`config.mk`:
```
export PLATFORM = sky130hd
export DESIGN_NAME = rw_2port_top
export DESIGN_NICKNAME = d
export VERILOG_FILES = /design/src/mem_pkg.sv /design/src/mem_ifs.sv /design/src/bank_sram.sv /design/src/remap_table.sv /design/src/bank_scheduler.sv /design/src/read_return.sv /design/src/rw_2port_top.sv
export SDC_FILE = /design/constraint.sdc
export NUM_CORES = 1
export LEC_CHECK = 0
export ABC_AREA = 1
export ABC_CLOCK_PERIOD_IN_PS = 12200
export BUFFER_PORTS_ARGS = -buffer_cell sky130_fd_sc_hd__buf_4
export CAP_MARGIN = 30
export CORE_ASPECT_RATIO = 1.4
export CORE_MARGIN = 8
export CORE_UTILIZATION = 25
export CTS_CLUSTER_DIAMETER = 120
export CTS_CLUSTER_SIZE = 40
export DETAILED_ROUTE_END_ITERATION = 6
export PLACE_DENSITY_LB_ADDON = 0.08
export SYNTH_ARGS = -nofsm -noshare
export SYNTH_HDL_FRONTEND = slang
export SYNTH_SLANG_ARGS = --single-unit
```
`constraint.sdc`:
```
create_clock -name clk -period 12.2 [get_ports clk]
set_input_delay 1.22 -clock clk [delete_from_list [all_inputs] [get_ports clk]]
set_output_delay 1.22 -clock clk [all_outputs]
set_load 0.01 [all_outputs]
```
`src/mem_pkg.sv`:
```
`default_nettype none

package mem_pkg;

  // what a port does in one cycle
  typedef enum logic [1:0] {
    OP_IDLE  = 2'd0,
    OP_READ  = 2'd1,
    OP_WRITE = 2'd2
  } port_op_e;

  typedef enum logic {
    MAP_INIT = 1'b0, // identity sweep after reset
    MAP_RUN  = 1'b1
  } map_state_e;

endpackage

`default_nettype wire

```
`src/mem_ifs.sv`:
```
`timescale 1ns/1ps
`default_nettype none

interface bank_if #(
  parameter int WIDTH   = 16,
  parameter int NUMPBNK = 5,
  parameter int BITROW  = 4
);

  logic [NUMPBNK-1:0]             rd;
  logic [NUMPBNK-1:0]             wr;
  logic [NUMPBNK-1:0][BITROW-1:0] addr;
  logic [NUMPBNK-1:0][WIDTH-1:0]  din;
  logic [NUMPBNK-1:0][WIDTH-1:0]  dout; // registered bank output

  modport sched (output rd, wr, addr, din);
  modport bank  (input rd, wr, addr, din, output dout);
  modport mon   (input dout);

endinterface

interface map_if #(
  parameter int NUMVBNK = 4,
  parameter int BITROW  = 4,
  parameter int BITPBNK = 3
);

  logic [1:0][BITROW-1:0]               lk_row; // one lookup per port
  logic [1:0][NUMVBNK-1:0][BITPBNK-1:0] lk_map;
  logic                                 upd;
  logic [BITROW-1:0]                    upd_row;
  logic [NUMVBNK-1:0][BITPBNK-1:0]      upd_map;
  logic                                 ready;

  modport tbl (
    input  lk_row, upd, upd_row, upd_map,
    output lk_map, ready
  );

  modport sched (
    output lk_row, upd, upd_row, upd_map,
    input  lk_map, ready
  );

endinterface

`default_nettype wire

```
`src/bank_sram.sv`:
```
`timescale 1ns/1ps
`default_nettype none

module bank_sram #(
  parameter  int WIDTH   = 16,
  parameter  int NUMVROW = 16,
  localparam int BITROW  = $clog2(NUMVROW)
) (
  input  logic              clk,
  input  logic              read,
  input  logic              write,
  input  logic [BITROW-1:0] addr,
  input  logic [WIDTH-1:0]  din,
  output logic [WIDTH-1:0]  dout
);

  logic [WIDTH-1:0] mem [NUMVROW];

  always_ff @(posedge clk) begin
    if (write) begin
      mem[addr] <= din;
    end
    if (read) begin
      dout <= mem[addr]; // holds until the next read
    end
  end

endmodule

`default_nettype wire

```
`src/remap_table.sv`:
```
`timescale 1ns/1ps
`default_nettype none

module remap_table
  import mem_pkg::*;
#(
  parameter  int NUMVBNK = 4,
  parameter  int NUMVROW = 16,
  localparam int BITROW  = $clog2(NUMVROW),
  localparam int NUMPBNK = NUMVBNK + 1,
  localparam int BITPBNK = $clog2(NUMPBNK)
) (
  input logic clk,
  input logic reset,
  map_if.tbl  map
);

  map_state_e                      state;
  logic [BITROW-1:0]               init_row;
  logic [NUMVBNK-1:0][BITPBNK-1:0] ident_map;
  logic [NUMVBNK-1:0][BITPBNK-1:0] row_map [NUMVROW];

  // logical bank i on physical bank i, physical bank NUMVBNK left spare
  always_comb begin
    for (int i = 0; i < NUMVBNK; i++) begin
      ident_map[i] = BITPBNK'(i);
    end
  end

  always_ff @(posedge clk) begin
    if (reset) begin
      state    <= MAP_INIT;
      init_row <= '0;
    end else if (state == MAP_INIT) begin
      init_row <= init_row + 1'b1;
      if (init_row == BITROW'(NUMVROW - 1)) begin
        state <= MAP_RUN;
      end
    end
  end

  always_ff @(posedge clk) begin
    if (state == MAP_INIT) begin
      row_map[init_row] <= ident_map;
    end else if (map.upd) begin
      row_map[map.upd_row] <= map.upd_map; // redirected write
    end
  end

  always_comb begin
    for (int p = 0; p < 2; p++) begin
      map.lk_map[p] = row_map[map.lk_row[p]];
    end
  end

  assign map.ready = (state == MAP_RUN);

endmodule

`default_nettype wire

```
`src/bank_scheduler.sv`:
```
`timescale 1ns/1ps
`default_nettype none

module bank_scheduler
  import mem_pkg::*;
#(
  parameter  int WIDTH   = 16,
  parameter  int NUMVBNK = 4,
  parameter  int NUMVROW = 16,
  localparam int BITVBNK = $clog2(NUMVBNK),
  localparam int BITROW  = $clog2(NUMVROW),
  localparam int BITADDR = BITVBNK + BITROW,
  localparam int NUMPBNK = NUMVBNK + 1,
  localparam int BITPBNK = $clog2(NUMPBNK)
) (
  input  logic [1:0]              rw_read,
  input  logic [1:0]              rw_write,
  input  logic [2*BITADDR-1:0]    rw_addr,
  input  logic [2*WIDTH-1:0]      rw_din,
  map_if.sched                    map,
  bank_if.sched                   banks,
  output logic [1:0]              rd_accept,
  output logic [1:0][BITPBNK-1:0] rd_pbank,
  output logic                    rd_drop
);

  port_op_e                        op [2];
  port_op_e                        eop [2]; // after conflict resolution
  logic [BITADDR-1:0]              addr [2];
  logic [WIDTH-1:0]                din [2];
  logic [BITVBNK-1:0]              lbank [2];
  logic [BITROW-1:0]               row [2];
  logic [BITPBNK-1:0]              pbank [2];
  logic [BITPBNK-1:0]              tbank [2]; // bank actually strobed
  logic                            same_pbank;
  logic                            same_addr;
  logic                            kill0;
  logic                            redir;
  logic                            redir_port;
  logic [BITROW-1:0]               redir_row;
  logic [BITVBNK-1:0]              redir_lbank;
  logic [NUMVBNK-1:0][BITPBNK-1:0] redir_map;
  logic [NUMVBNK-1:0][BITPBNK-1:0] new_map;
  logic [BITPBNK-1:0]              free_bank;

  // the one physical bank that a row map does not use
  function automatic logic [BITPBNK-1:0] find_free(
    input logic [NUMVBNK-1:0][BITPBNK-1:0] row_map
  );
    logic [NUMPBNK-1:0] used;
    logic [BITPBNK-1:0] idx;
    used = '0;
    idx  = '0;
    for (int i = 0; i < NUMVBNK; i++) begin
      used[row_map[i]] = 1'b1;
    end
    for (int k = NUMPBNK - 1; k >= 0; k--) begin
      if (!used[k]) begin
        idx = BITPBNK'(k);
      end
    end
    return idx;
  endfunction

  always_comb begin
    for (int p = 0; p < 2; p++) begin
      addr[p]  = rw_addr[p*BITADDR +: BITADDR];
      din[p]   = rw_din[p*WIDTH +: WIDTH];
      lbank[p] = addr[p][BITADDR-1:BITROW];
      row[p]   = addr[p][BITROW-1:0];
      if (!map.ready) begin
        op[p] = OP_IDLE;
      end else if (rw_write[p]) begin
        op[p] = OP_WRITE; // write wins over read on one port
      end else if (rw_read[p]) begin
        op[p] = OP_READ;
      end else begin
        op[p] = OP_IDLE;
      end
    end
  end

  assign map.lk_row[0] = row[0];
  assign map.lk_row[1] = row[1];

  always_comb begin
    for (int p = 0; p < 2; p++) begin
      pbank[p] = map.lk_map[p][lbank[p]];
    end
  end

  always_comb begin
    same_pbank = (pbank[0] == pbank[1]);
    same_addr  = (addr[0] == addr[1]);
    rd_drop    = (op[0] == OP_READ) && (op[1] == OP_READ); // port 1 read is lost
    kill0      = (op[0] == OP_WRITE) && (op[1] == OP_WRITE) && same_addr;
    redir      = same_pbank && (op[0] != OP_IDLE) && (op[1] != OP_IDLE) &&
                 !rd_drop && !kill0;
    // only a write on port 0 facing a read on port 1 moves port 0
    redir_port = ((op[0] == OP_WRITE) && (op[1] == OP_READ)) ? 1'b0 : 1'b1;

    redir_row   = row[redir_port];
    redir_lbank = lbank[redir_port];
    redir_map   = map.lk_map[redir_port];
    free_bank   = find_free(redir_map);
    new_map     = redir_map;
    new_map[redir_lbank] = free_bank;

    eop[0] = kill0 ? OP_IDLE : op[0];
    eop[1] = rd_drop ? OP_IDLE : op[1];
    for (int p = 0; p < 2; p++) begin
      tbank[p] = (redir && (redir_port == 1'(p))) ? free_bank : pbank[p];
    end
  end

  assign map.upd     = redir;
  assign map.upd_row = redir_row;
  assign map.upd_map = new_map;

  // after resolution no two ports share a bank
  always_comb begin
    banks.rd = '0;
    banks.wr = '0;
    for (int b = 0; b < NUMPBNK; b++) begin
      banks.addr[b] = row[0];
      banks.din[b]  = din[0];
      for (int p = 0; p < 2; p++) begin
        if ((eop[p] != OP_IDLE) && (tbank[p] == BITPBNK'(b))) begin
          banks.rd[b]   = (eop[p] == OP_READ);
          banks.wr[b]   = (eop[p] == OP_WRITE);
          banks.addr[b] = row[p];
          banks.din[b]  = din[p];
        end
      end
    end
  end

  always_comb begin
    for (int p = 0; p < 2; p++) begin
      rd_accept[p] = (eop[p] == OP_READ);
      rd_pbank[p]  = pbank[p]; // reads are never moved
    end
  end

endmodule

`default_nettype wire

```
`src/read_return.sv`:
```
`timescale 1ns/1ps
`default_nettype none

module read_return
  import mem_pkg::*;
#(
  parameter  int WIDTH   = 16,
  parameter  int NUMVBNK = 4,
  localparam int BITPBNK = $clog2(NUMVBNK + 1)
) (
  input  logic                    clk,
  input  logic                    reset,
  input  logic [1:0]              rd_accept,
  input  logic [1:0][BITPBNK-1:0] rd_pbank,
  input  logic                    rd_drop,
  bank_if.mon                     banks,
  output logic [1:0]              rw_vld,
  output logic [1:0]              rw_serr,
  output logic [2*WIDTH-1:0]      rw_dout
);

  port_op_e                ret_op [2];
  logic                    drop_q;
  logic [1:0][BITPBNK-1:0] pbank_q;

  // lines up with the bank output register
  always_ff @(posedge clk) begin
    if (reset) begin
      ret_op[0] <= OP_IDLE;
      ret_op[1] <= OP_IDLE;
      drop_q    <= 1'b0;
    end else begin
      ret_op[0] <= rd_accept[0] ? OP_READ : OP_IDLE;
      ret_op[1] <= rd_accept[1] ? OP_READ : OP_IDLE;
      drop_q    <= rd_drop;
    end
  end

  always_ff @(posedge clk) begin
    pbank_q <= rd_pbank;
  end

  always_comb begin
    for (int p = 0; p < 2; p++) begin
      rw_vld[p]                  = (ret_op[p] == OP_READ);
      rw_dout[p*WIDTH +: WIDTH]  = banks.dout[pbank_q[p]];
    end
  end

  assign rw_serr = {drop_q, 1'b0}; // port 0 reads are always served

endmodule

`default_nettype wire

```
`src/rw_2port_top.sv`:
```
`timescale 1ns/1ps
`default_nettype none

module rw_2port_top #(
  parameter  int WIDTH   = 16,
  parameter  int NUMVBNK = 4,
  parameter  int NUMVROW = 16,
  localparam int BITVBNK = $clog2(NUMVBNK),
  localparam int BITROW  = $clog2(NUMVROW),
  localparam int BITADDR = BITVBNK + BITROW,
  localparam int NUMPBNK = NUMVBNK + 1,
  localparam int BITPBNK = $clog2(NUMPBNK)
) (
  input  logic                 clk,
  input  logic                 reset,
  output logic                 ready,
  input  logic [1:0]           rw_read,
  input  logic [1:0]           rw_write,
  input  logic [2*BITADDR-1:0] rw_addr,
  input  logic [2*WIDTH-1:0]   rw_din,
  output logic [1:0]           rw_vld,
  output logic [1:0]           rw_serr,
  output logic [2*WIDTH-1:0]   rw_dout
);

  logic [1:0]              rd_accept;
  logic [1:0][BITPBNK-1:0] rd_pbank;
  logic                    rd_drop;

  bank_if #(
    .WIDTH   (WIDTH),
    .NUMPBNK (NUMPBNK),
    .BITROW  (BITROW)
  ) bank_bus ();

  map_if #(
    .NUMVBNK (NUMVBNK),
    .BITROW  (BITROW),
    .BITPBNK (BITPBNK)
  ) map_bus ();

  assign ready = map_bus.ready;

  remap_table #(
    .NUMVBNK (NUMVBNK),
    .NUMVROW (NUMVROW)
  ) remap_table_inst (
    .clk   (clk),
    .reset (reset),
    .map   (map_bus.tbl)
  );

  bank_scheduler #(
    .WIDTH   (WIDTH),
    .NUMVBNK (NUMVBNK),
    .NUMVROW (NUMVROW)
  ) bank_scheduler_inst (
    .rw_read   (rw_read),
    .rw_write  (rw_write),
    .rw_addr   (rw_addr),
    .rw_din    (rw_din),
    .map       (map_bus.sched),
    .banks     (bank_bus.sched),
    .rd_accept (rd_accept),
    .rd_pbank  (rd_pbank),
    .rd_drop   (rd_drop)
  );

  read_return #(
    .WIDTH   (WIDTH),
    .NUMVBNK (NUMVBNK)
  ) read_return_inst (
    .clk       (clk),
    .reset     (reset),
    .rd_accept (rd_accept),
    .rd_pbank  (rd_pbank),
    .rd_drop   (rd_drop),
    .banks     (bank_bus.mon),
    .rw_vld    (rw_vld),
    .rw_serr   (rw_serr),
    .rw_dout   (rw_dout)
  );

  // NUMVBNK data banks plus the spare
  for (genvar i = 0; i < NUMPBNK; i++) begin : g_bank
    bank_sram #(
      .WIDTH   (WIDTH),
      .NUMVROW (NUMVROW)
    ) bank_sram_inst (
      .clk   (clk),
      .read  (bank_bus.rd[i]),
      .write (bank_bus.wr[i]),
      .addr  (bank_bus.addr[i]),
      .din   (bank_bus.din[i]),
      .dout  (bank_bus.dout[i])
    );
  end

endmodule

`default_nettype wire

```
Yosys cells after proc, flatten, opt, wreduce, memory -nomap -nowiden

Memory sizes are Yosys's and may differ from the RTL's. A register that Yosys moved wholly into a read port is not among the register bits.
Index checks and enable logic that the tools add are counted.

Order comparisons: 16
Equality and inequality tests: 21
Bitwise gates (word level): 6
Multiplexer cells: 99
$add $sub $neg: 1
Reductions and logical operators: 34

Operators by type and width:

| operator           | number |
|---|---|
| $mux 16            | 7 |
| $bmux 16 s3        | 2 |
| $mux 1             | 51 |
| $mux 12            | 3 |
| $mux 4             | 9 |
| $mux 3             | 10 |
| $logic_and 1x1->1  | 25 |
| $lt 3x4->1 const B | 6 |
| $mux 2             | 9 |
| $or 5x5->5         | 3 |
| $bmux 3 s2         | 2 |
| $bwmux 12          | 1 |
| $demux 1 s3        | 4 |
| $eq 2x1->1 const B | 6 |
| $eq 3x2->1 const B | 4 |
| $ge 3x1->1 const B | 4 |
| $reduce_or 12->1   | 1 |
| $lt 2x3->1 const B | 3 |
| $eq 2x2->1 const B | 4 |
| $reduce_bool 2->1  | 4 |
| $demux 3 s2        | 1 |
| $eq 3x1->1 const B | 2 |
| $eq 3x3->1 const B | 2 |
| $eq 6x6->1         | 1 |
| 10 further kinds   | 13 |

Memories: 7
Logic and storage cells: 189
Register bits: 12
Output and inout bits: 37
Input port bits: 50
RAM bits: 1474

Memory list:

| name                         | words | width | read ports | clocked after Yosys merged registers in | wr ports | line              | RTL |
|---|---|---|---|---|---|---|---|
| g_bank[0].bank_sram_inst.mem | 16    | 16    | 1          | 1                                       | 1        | bank_sram.sv:17   | `logic [WIDTH-1:0] mem [NUMVROW];` |
| g_bank[1].bank_sram_inst.mem | 16    | 16    | 1          | 1                                       | 1        | bank_sram.sv:17   |  |
| g_bank[2].bank_sram_inst.mem | 16    | 16    | 1          | 1                                       | 1        | bank_sram.sv:17   |  |
| g_bank[3].bank_sram_inst.mem | 16    | 16    | 1          | 1                                       | 1        | bank_sram.sv:17   |  |
| g_bank[4].bank_sram_inst.mem | 16    | 16    | 1          | 1                                       | 1        | bank_sram.sv:17   |  |
| remap_table_inst.row_map     | 16    | 12    | 2          | 0                                       | 1        | remap_table.sv:21 | `logic [NUMVBNK-1:0][BITPBNK-1:0] row_map [NUMVROW];` |
| +1 memories                  | n/a   | n/a   | n/a        | n/a                                     | n/a      | n/a               |  |

Depth between registers and ports, before layout

Gate-level depths: netlist of run 1.

Depth after elaboration: 27
Depth in mapped cells: 34
Mapped depth without buffers: 29

Hierarchy

Synthesis of run 1 repeated with hierarchy kept, for this count alone.

Cells, all modules: 7732
Area total of the unflattened synthesis: 72268.1 um2

Modules (own cells, without submodules):

| module         | sequential area each (um2) | area each (um2) | times used | cells each |
|---|---|---|---|---|
| bank_sram      | 8167.8                     | 11312.1         | 5          | 1070 |
| remap_table    | 5865.6                     | 10640.2         | 1          | 1300 |
| bank_scheduler | 0.0                        | 3422.0          | 1          | 739 |
| read_return    | 180.2                      | 1645.3          | 1          | 343 |

Least setup slack after synthesis of run 1

No wires, ideal clock.

Kind: input port to flip-flop
From: in rw_addr[6]
To: mem g_bank[1].bank_sram_inst.mem[0][0] (enable)
Buffers on the path: 5
Library setup time: 0.388 ns
Required time: 11.812 ns
Cell stages on the path: 26
Data arrival time: 4.641 ns
Path slack: 7.170 ns
Cells stage by stage: buf_4 -> buf_6 -> buf_6 -> o211ai_1 -> nand3_1 -> nand3_1 -> nand3_1 -> nand2_1 -> inv_2 -> nand3_1 -> nand2_1 -> nor2_1 -> inv_2 -> nand2_1 -> nand2_2 -> nand2_1 -> nand2_2 -> nor2_8 -> nand2_4 -> buf_4 -> o21ai_4 -> inv_2 -> nor2_4 -> buf_4 -> inv_2 -> nor2_1

Cells in the longest elaborated chain, start to end: 22
Elaborated cells on any way between the ends: 57
Classes of those cells: order compare (8); eq/ne (5); mux (25); bitwise (3); reduce/logical (15); memory (1)

RTL lines:

| element                                                        | line                  | RTL |
|---|---|---|
| start: declaration                                             | rw_2port_top.sv:19    | `input logic [2*BITADDR-1:0] rw_addr,` |
| $mem_v2 16x12                                                  | n/a                   |  |
| $mux 12 (not written as such) (2 in series)                    | bank_scheduler.sv:104 | `redir_map = map.lk_map[redir_port];` |
| $lt 3x4->1 (not written as such) or $ge 3x1->1 (tied branches) | bank_scheduler.sv:55  | `used[row_map[i]] = 1'b1;` |
| $logic_and 1x1->1 (not written as such)                        | bank_scheduler.sv:55  |  |
| $mux 1 (not written as such)                                   | bank_scheduler.sv:55  |  |
| $demux 1 s3                                                    | n/a                   |  |
| $or 5x5->5 (no source line) (3 in series)                      | n/a                   |  |
| $mux 3 (5 in series)                                           | bank_scheduler.sv:58  | `if (!used[k]) begin` |
| $mux 3                                                         | bank_scheduler.sv:112 | `tbank[p] = (redir && (redir_port == 1'(p))) ? free_bank : pbank[p];` |
| $eq 3x1->1                                                     | bank_scheduler.sv:128 | `if ((eop[p] != OP_IDLE) && (tbank[p] == BITPBNK'(b))) begin` |
| $logic_and 1x1->1                                              | bank_scheduler.sv:128 |  |
| $mux 1 (2 in series)                                           | bank_scheduler.sv:128 |  |
| $mux 1                                                         | bank_sram.sv:20       | `if (write) begin` |
| $mux 1 (not written as such)                                   | bank_sram.sv:21       | `mem[addr] <= din;` |
| end: declaration                                               | bank_sram.sv:17       |  |

Parallel ways exist; a longest one is shown, timed or not. The select of a mux whose other input is x is not followed.

Final worst setup path of run 1

From: in rw_addr[6]
To: mem g_bank[4].bank_sram_inst.mem[8][12] (enable)

Cells in the longest elaborated chain, start to end: 22
Elaborated cells on any way between the ends: 57
Classes of those cells: order compare (8); eq/ne (5); mux (25); bitwise (3); reduce/logical (15); memory (1)

RTL lines:

| element                                                        | line |
|---|---|
| $mem_v2 16x12                                                  | n/a |
| $mux 12 (not written as such) (2 in series)                    | bank_scheduler.sv:104 |
| $lt 3x4->1 (not written as such) or $ge 3x1->1 (tied branches) | bank_scheduler.sv:55 |
| $logic_and 1x1->1 (not written as such)                        | bank_scheduler.sv:55 |
| $mux 1 (not written as such)                                   | bank_scheduler.sv:55 |
| $demux 1 s3                                                    | n/a |
| $or 5x5->5 (no source line) (3 in series)                      | n/a |
| $mux 3 (5 in series)                                           | bank_scheduler.sv:58 |
| $mux 3                                                         | bank_scheduler.sv:112 |
| $eq 3x3->1                                                     | bank_scheduler.sv:128 |
| $logic_and 1x1->1                                              | bank_scheduler.sv:128 |
| $mux 1 (2 in series)                                           | bank_scheduler.sv:128 |
| $mux 1                                                         | bank_sram.sv:20 |
| $mux 1 (not written as such)                                   | bank_sram.sv:21 |
| end: declaration                                               | bank_sram.sv:17 |

Parallel ways exist; a longest one is shown, timed or not. The select of a mux whose other input is x is not followed.

==> impl_metrics.yaml, run 1 <==
run_status:
  status: "complete, no violations"
drt:
  routedWlPerCell_um: 23.5
  first_pass_iters: 7
  drc: 0
  antenna_left: 0
  viasPerCell: 4.65
  num_vias: 52686
  first_iter_violations: 4262
  wirelength_mm: 267
placed_design:
  placed_area_um2: 78500
  hpwl_mm: 169
  portBuffers: 85
  gp_congestion: 0.849
die:
  die_x_um: 472
  num_io_pins: 87
  dieArea_um2: 308000
  core_um2: 290000
  start_util_pct: 25.1
  die_y_um: 654
  rows: 234
power:
  leakagePower_uw: 0.0323
  p_clk_share_pct: 27.9
  seq_power_share_pct: 61.1
  power_density_nw_per_um2: 121
  p_switching_uw: 2610
  p_sw_share_pct: 26.9
  ir_drop_mv: 0.135
  combPwrFrac_pct: 11.1
  internal-power_uw: 7090
cells_and_area:
  drive_gt1_share_pct: 8.00
  area_delta_synth_final_pct: 10.3
  finalInstanceArea_um2: 80200
  fin_nets: 7586
synth:
  yosys.area.top_type_share_pct: 64.1
  yosys.area.top_type: "edfxtp_1"
  yosys_warnings: 0
  ys_types: 41
  yosysMostFrequentCell: "nand2_1"
  ys.flop_type: "edfxtp_1"
  synth.avg_cell_area_um2: 9.55
  synthesis.nets: 7661
  netlist_top_cells_count: "3212 x nand2_1, 1552 x edfxtp_1, 1436 x nand3_1"
  synth-edff-count: 1552
  syn-cell-area_um2: 72700
  synth_area_leaders: "edfxtp_1 64%, nand2_1 17%, nand3_1 9.9%"
  ys_seq_area_share_pct: 64.5
  synth.ff_latch_count: 1566
  synthCells: 7610
  ys_async_sr_fraction_pct: 0
sta:
  slew_viol_final: 0
  worst_pin_slew_ns: 0.974
  fin_setup_tns_ns: 0
  slew_headroom_pct: 35.1
  finalCriticalPeriod_ns: 7.90
  setup_viol: 0
  fmax_ghz: 0.127
  rsz0062_at_grt: "no"
  hold_viol_final: 0
  period_share_pct: 64.8
  finClkSkew_ns: 0.0434
clocking:
  cts_resized: 0
  cts.sink_count: 1566
  root_buffer: "clkbuf_16"
  postCtsSetupBuffers: 0
  holdBufCountCts: 0
  cts_tree: "yes"
  clkLatencyLatePin_ns: 0.77
  clk_pin_slew_ns: 0.13
  h-tree-depth: 2
  clockBufferDepth: 3
  cts_made_buffers: 49
critical_path:
  ff2ff_setup_slack_ns: 5.33
  start_kind: "primary input"
  path_max_fanout: 75
  worstSetupPathType: "primary input to register"
  ff2ff_path_depth: 21
  required_ns: 12.65
  r2r_start: "remap_table_inst.map.ready"
  arrival_ns: 8.36
  worst_r2r_endpoint: "g_bank[3].bank_sram_inst.mem[8][15]"
  cp-end-kind: "register"
  crit_start: "rw_addr[6]"
global_route:
  grt-ovfl-total: 0
  grt_pass1_wl_mm: 384
  grt_use_total_pct: 16.7
  grt_max_degree: 129
  grt_pass1_vias: 52020
  antenna_found_initial: 14
worst_hold_path:
  hp-class: "register to register"
  hold_path_startpoint: "remap_table_inst.init_row[3]"
  holdPathStages: 2
  hold_path_end: "remap_table_inst.init_row[3]"
run:
  cap_viol_max_count: 0
kinds of logic (layout without fill, tap and decap cells):
family / after synthesis / after routing / synth area share (%)
AND/OR/NAND/NOR: 4839 / 4839 / 27.9
adder cells (fa/ha/maj): 1 / 1 / 0.0172
AO/OA/AOI/OAI: 257 / 257 / 1.99
flip-flops: 1566 / 1566 / 64.5
other: 1 / 6 / 0.00516
XOR/XNOR: 4 / 4 / 0.0482
buffers and inverters: 942 / 893 / 5.56
cell type report:
cell class                 count  area [um2]
inverter                     479        1800
multi-input combinational   5102       22200
clock buffer                  53        1280
sequential                  1566       46900
timing repair buffer         337        2860
fill                       30402      209000
tap                         3776        4720
antenna                        5        12.5
clock inverter                24         375
power by group through the flow:
| stage | sequential [uW] | combinational, uW | clock [uW] |
|---|---|---|---|
| finish | 5920 | 1080 | 2700 |
| CTS | 5920 | 1100 | 2840 |
| detailed placement | 6040 | 1090 | 0 |
| floorplan | 6040 | 602 | 0 |
| global route | 5920 | 1190 | 2940 |
| global placement | 6040 | 1080 | 0 |
layer usage:
| layer | GRT usage, % | wire, um | up-vias |
|---|---|---|---|
| met3 | 1.66 | 10200 | 247 |
| met2 | 29.6 | 132000 | 1197 |
| li1 | - | - | 25142 |
| met5 | 0 | 27 | - |
| met1 | 22.0 | 118000 | 26096 |
| met4 | 3.95 | 6720 | 4 |
worst max path at each step:
stage	slack [ns]	cells after the start	endpoint
5_1_grt	3.82	27	g_bank[4].bank_sram_inst.mem[8][12]
3_5_place_dp	3.35	27	g_bank[4].bank_sram_inst.mem[8][4]
2_1_floorplan	7.17	26	g_bank[1].bank_sram_inst.mem[0][0]
3_3_place_gp	3.23	23	g_bank[4].bank_sram_inst.mem[13][13]
6_report	4.30	27	g_bank[4].bank_sram_inst.mem[8][12]
4_1_cts	4.22	27	g_bank[4].bank_sram_inst.mem[8][12]
worst max-delay path, cell delays in order:
cell and delay (ns):
buf_4 0.61, inv_4 0.33, buf_4 0.44, nand2_1 0.15, nand3_1 0.07, nand3_1 0.11, nand3_1 0.14, nand2_1 0.15
nand2_1 0.06, nand3_1 0.06, nand2_1 0.22, nand2_1 0.12, nand2_1 0.09, nor2_4 0.23, nand2_2 0.34, nor2_4 0.24
nand2_1 0.11, nand2_4 0.15, nand2_1 0.11, o21bai_4 0.11, buf_4 0.63, nand2_2 0.60, buf_4 0.49, inv_1 0.13
nand3_1 0.17, nor2_1 0.70, buf_4 0.36
registers in the layout, summed over array words and instances, names as in the netlist:
name,count
remap_table_inst.init_row,4
remap_table_inst.map.ready,1
remap_table_inst.row_map,192
g_bank.bank_sram_inst.mem,1280
g_bank.bank_sram_inst.dout,80
read_return_inst.ret_op,2
read_return_inst.pbank_q,6
read_return_inst.drop_q,1
layout by cell type, fill, tap and decap left out, types with 3 or more instances in the layout:
cell and n:
a211oi_2 8, a21oi_1 37, buf_12 4, buf_16 10, buf_4 309, buf_6 8, buf_8 6, bufinv_16 5
clkbuf_16 51, clkinv_1 3, clkinv_2 3, clkinv_8 3, dfxtp_1 14, diode_2 5, edfxtp_1 1552, inv_1 433
inv_16 3, inv_2 40, inv_6 4, nand2_1 3203, nand2_2 14, nand2_4 7, nand3_1 1426, nand3_2 4
nand3_4 8, nand4_1 3, nor2_1 107, nor2_2 40, nor2_4 18, nor3_1 4, o211ai_1 15, o21ai_0 83
o21ai_1 54, o21ai_2 33, o21ai_4 11, o21bai_4 3, o22ai_1 6, xnor2_1 3
metrics by stage:
step | power, uW | instances | setup WS [ns] | utilization, % | hold WS (ns)
floorplan | 6640 | 7610 | 7.17 | - | 0.450
global placement | 7120 | 11231 | 3.23 | 26.9 | 0.480
detailed placement | 7140 | 11258 | 3.35 | 27.1 | 0.491
CTS | 9850 | 11335 | 4.22 | 27.7 | 0.512
global route | 10100 | 11339 | 3.82 | 27.7 | 0.540
finish | 9700 | 11342 | 4.30 | 27.7 | 0.505
(Power assumes the default switching activity.)
==> inputs of run 2 (changes only) <==
Settings changed: ABC_AREA 1 to 0, ABC_CLOCK_PERIOD_IN_PS 12200 to 6900.
Clock period 12.2 ns to 6.9 ns, I/O delays scaled along.
==> run 2 against run 1 <==
First-iteration DRC count decreased by 34%. Highest routed layer unchanged. Critical endpoint is now g_bank[2].bank_sram_inst.mem[13][0]. Largest power group unchanged. Combinational power increased by 39%. Total power is 71% higher. Non-clock buffer count is 86 higher. Die area shrank 8.0%. Clock skew is 0.029 ns higher.
==> impl_metrics.yaml, run 2 <==
run_status:
  status: "complete, no violations"
drt:
  num_vias: 38190
  wirelength_mm: 241
  first_iter_violations: 2825
  viasPerCell: 4.80
  antenna_left: 0
  first_pass_iters: 5
  routedWlPerCell_um: 30.3
  drc: 0
synth:
  synthesis.nets: 4286
  ys_async_sr_fraction_pct: 0
  synth-edff-count: 1552
  yosysMostFrequentCell: "edfxtp_1"
  yosys.area.top_type_share_pct: 69.9
  ys_seq_area_share_pct: 70.3
  synth.avg_cell_area_um2: 15.7
  synth_area_leaders: "edfxtp_1 70%, mux2i_1 9.2%, mux4_2 3.4%"
  syn-cell-area_um2: 66700
  netlist_top_cells_count: "1552 x edfxtp_1, 612 x mux2i_1, 260 x o22ai_1"
  synth.ff_latch_count: 1566
  synthCells: 4235
  yosys.area.top_type: "edfxtp_1"
  ys_types: 81
  yosys_warnings: 0
  ys.flop_type: "edfxtp_1"
placed_design:
  portBuffers: 85
  hpwl_mm: 164
  placed_area_um2: 74000
  gp_congestion: 0.797
clocking:
  clk_pin_slew_ns: 0.15
  clkLatencyLatePin_ns: 0.78
  cts.sink_count: 1566
  clockBufferDepth: 3
  root_buffer: "clkbuf_16"
  postCtsSetupBuffers: 0
  cts_made_buffers: 49
  holdBufCountCts: 0
  cts_tree: "yes"
  cts_resized: 0
  h-tree-depth: 2
cells_and_area:
  reg_top3: "g_bank.bank_sram_inst.mem (1280), remap_table_inst.row_map (192), g_bank.bank_sram_inst.dout (80)"
  final_cell_mix: "1552 x edfxtp_1, 599 x mux2i_1, 375 x buf_4"
  fin_nets: 4475
  fin_util_pct: 28.5
  regMostFlops: "g_bank.bank_sram_inst.mem"
  finalInstanceArea_um2: 75600
  drive_gt1_share_pct: 18.2
  fill_cells: 26650
  final_common_cell: "edfxtp_1"
  area_delta_synth_final_pct: 13.4
  largest_reg_flops: 1280
power:
  p_clk_share_pct: 27.5
  power_density_nw_per_um2: 219
  p_switching_uw: 4100
  seq_power_share_pct: 63.4
  p_sw_share_pct: 24.8
  finalPower_uw: 16600
  ir_drop_mv: 0.162
  internal-power_uw: 12500
  leakagePower_uw: 0.0258
  combPwrFrac_pct: 9.1
sta:
  slew_viol_final: 0
  finClkSkew_ns: 0.0720
  hold_viol_final: 0
  finalCriticalPeriod_ns: 5.91
  period_share_pct: 85.6
  fmax_ghz: 0.169
  slew_headroom_pct: 34.7
  worst_pin_slew_ns: 0.975
  setup_viol: 0
  rsz0062_at_grt: "no"
  fin_setup_tns_ns: 0
  whs_ns: 0.195
die:
  rows: 224
  start_util_pct: 25.1
  dieArea_um2: 284000
  num_io_pins: 87
  die_x_um: 452
  die_y_um: 627
  core_um2: 266000
global_route:
  antenna_found_initial: 8
  grt_pass1_wl_mm: 330
  grt_use_total_pct: 16.4
  grt-ovfl-total: 0
  grt_pass1_vias: 38863
  grt_max_degree: 67
critical_path:
  cp-end-kind: "register"
  required_ns: 7.35
  worstSetupPathType: "primary input to register"
  start_kind: "primary input"
  arrival_ns: 6.36
  ff2ff_setup_slack_ns: 1.15
  path_max_fanout: 18
worst_hold_path:
  hp-class: "primary input to register"
run:
  cap_viol_max_count: 0
-- run 2: cell count changes in the layout (fill, tap and decap cells not counted), moves of 104 or more --
cell	before	now
nand2_1	3203	238
nand3_1	1426	71
mux2i_1	0	599
inv_1	433	62
o22ai_1	6	258
a211oi_1	1	105
-- run 2: worst paths after layout --
path,start,endpoint,cells after the start
worst max-delay path,rw_addr[6],g_bank[2].bank_sram_inst.mem[13][0],18
worst min register to register,remap_table_inst.init_row[0],remap_table_inst.init_row[0],2
worst min-delay path,reset,read_return_inst.ret_op[0][1],2
worst max register to register,remap_table_inst.row_map[15][7],g_bank[1].bank_sram_inst.dout[7],16
-- run 2: power groups by stage --
stage	clock network (uW)	logic, uW	registers (uW)
after CTS	4750	1530	10500
after floorplan	0	829	10700
final	4550	1500	10500
after global routing	4970	1600	10500
after global placement	0	1530	10700
after detailed placement	0	1530	10700
-- run 2: kinds of logic (layout without fill, tap and decap cells) --
logic type,count (synthesis),after routing,share of synthesized area (%)
flops,1566,1566,70.3
simple gates,814,814,6.12
mux,792,792,13.9
compound gates,701,701,7.14
buf+inv,349,560,2.30
xor+xnor,11,11,0.156
fa+ha+maj,1,1,0.0188
other cells,1,6,0.00562
-- run 2: per-stage QoR --
stage / setup WS (ns) / cells
3_3_place_gp: 0.0678 / 7874
2_1_floorplan: 0.491 / 4235
5_1_grt: 0.784 / 7951
4_1_cts: 0.975 / 7949
3_5_place_dp: 0.0882 / 7876
6_report: 0.993 / 7954
-- run 2: area by class of cell --
class,count,area (um2),share of cell area [%]
flip-flops and latches,1566,46900,62.0
multi-input cells,2320,18800,24.8
well taps,3503,4380,5.80
repair buffers,423,3760,4.97
clock buffers,50,1230,1.63
clock inverters,23,335,0.443
inverters,64,240,0.318
diodes,5,12.5,0.0165
-- run 2: per-layer routing --
layer | wire (um) | track usage, % | share of wire [%]
met5 | 18 | 0 | 0.0075
met4 | 5280 | 3.45 | 2.2
met3 | 6650 | 1.47 | 2.8
met2 | 127000 | 30.5 | 53
met1 | 102000 | 20.6 | 42
-- run 2: worst max-delay path, cell delays in order --
cell       delay (ns)
buf_4            0.43
buf_12           0.23
mux4_2           0.50
mux2i_1          0.35
mux2i_1          0.29
nand2b_1         0.24
o21ai_0          0.43
a211o_1          0.23
o22ai_2          0.17
buf_4            0.22
a2111oi_0        0.48
o21ai_0          0.40
nor3_1           0.43
or2_2            0.19
a32oi_1          0.10
buf_4            0.24
nor2_2           0.38
buf_4            0.32
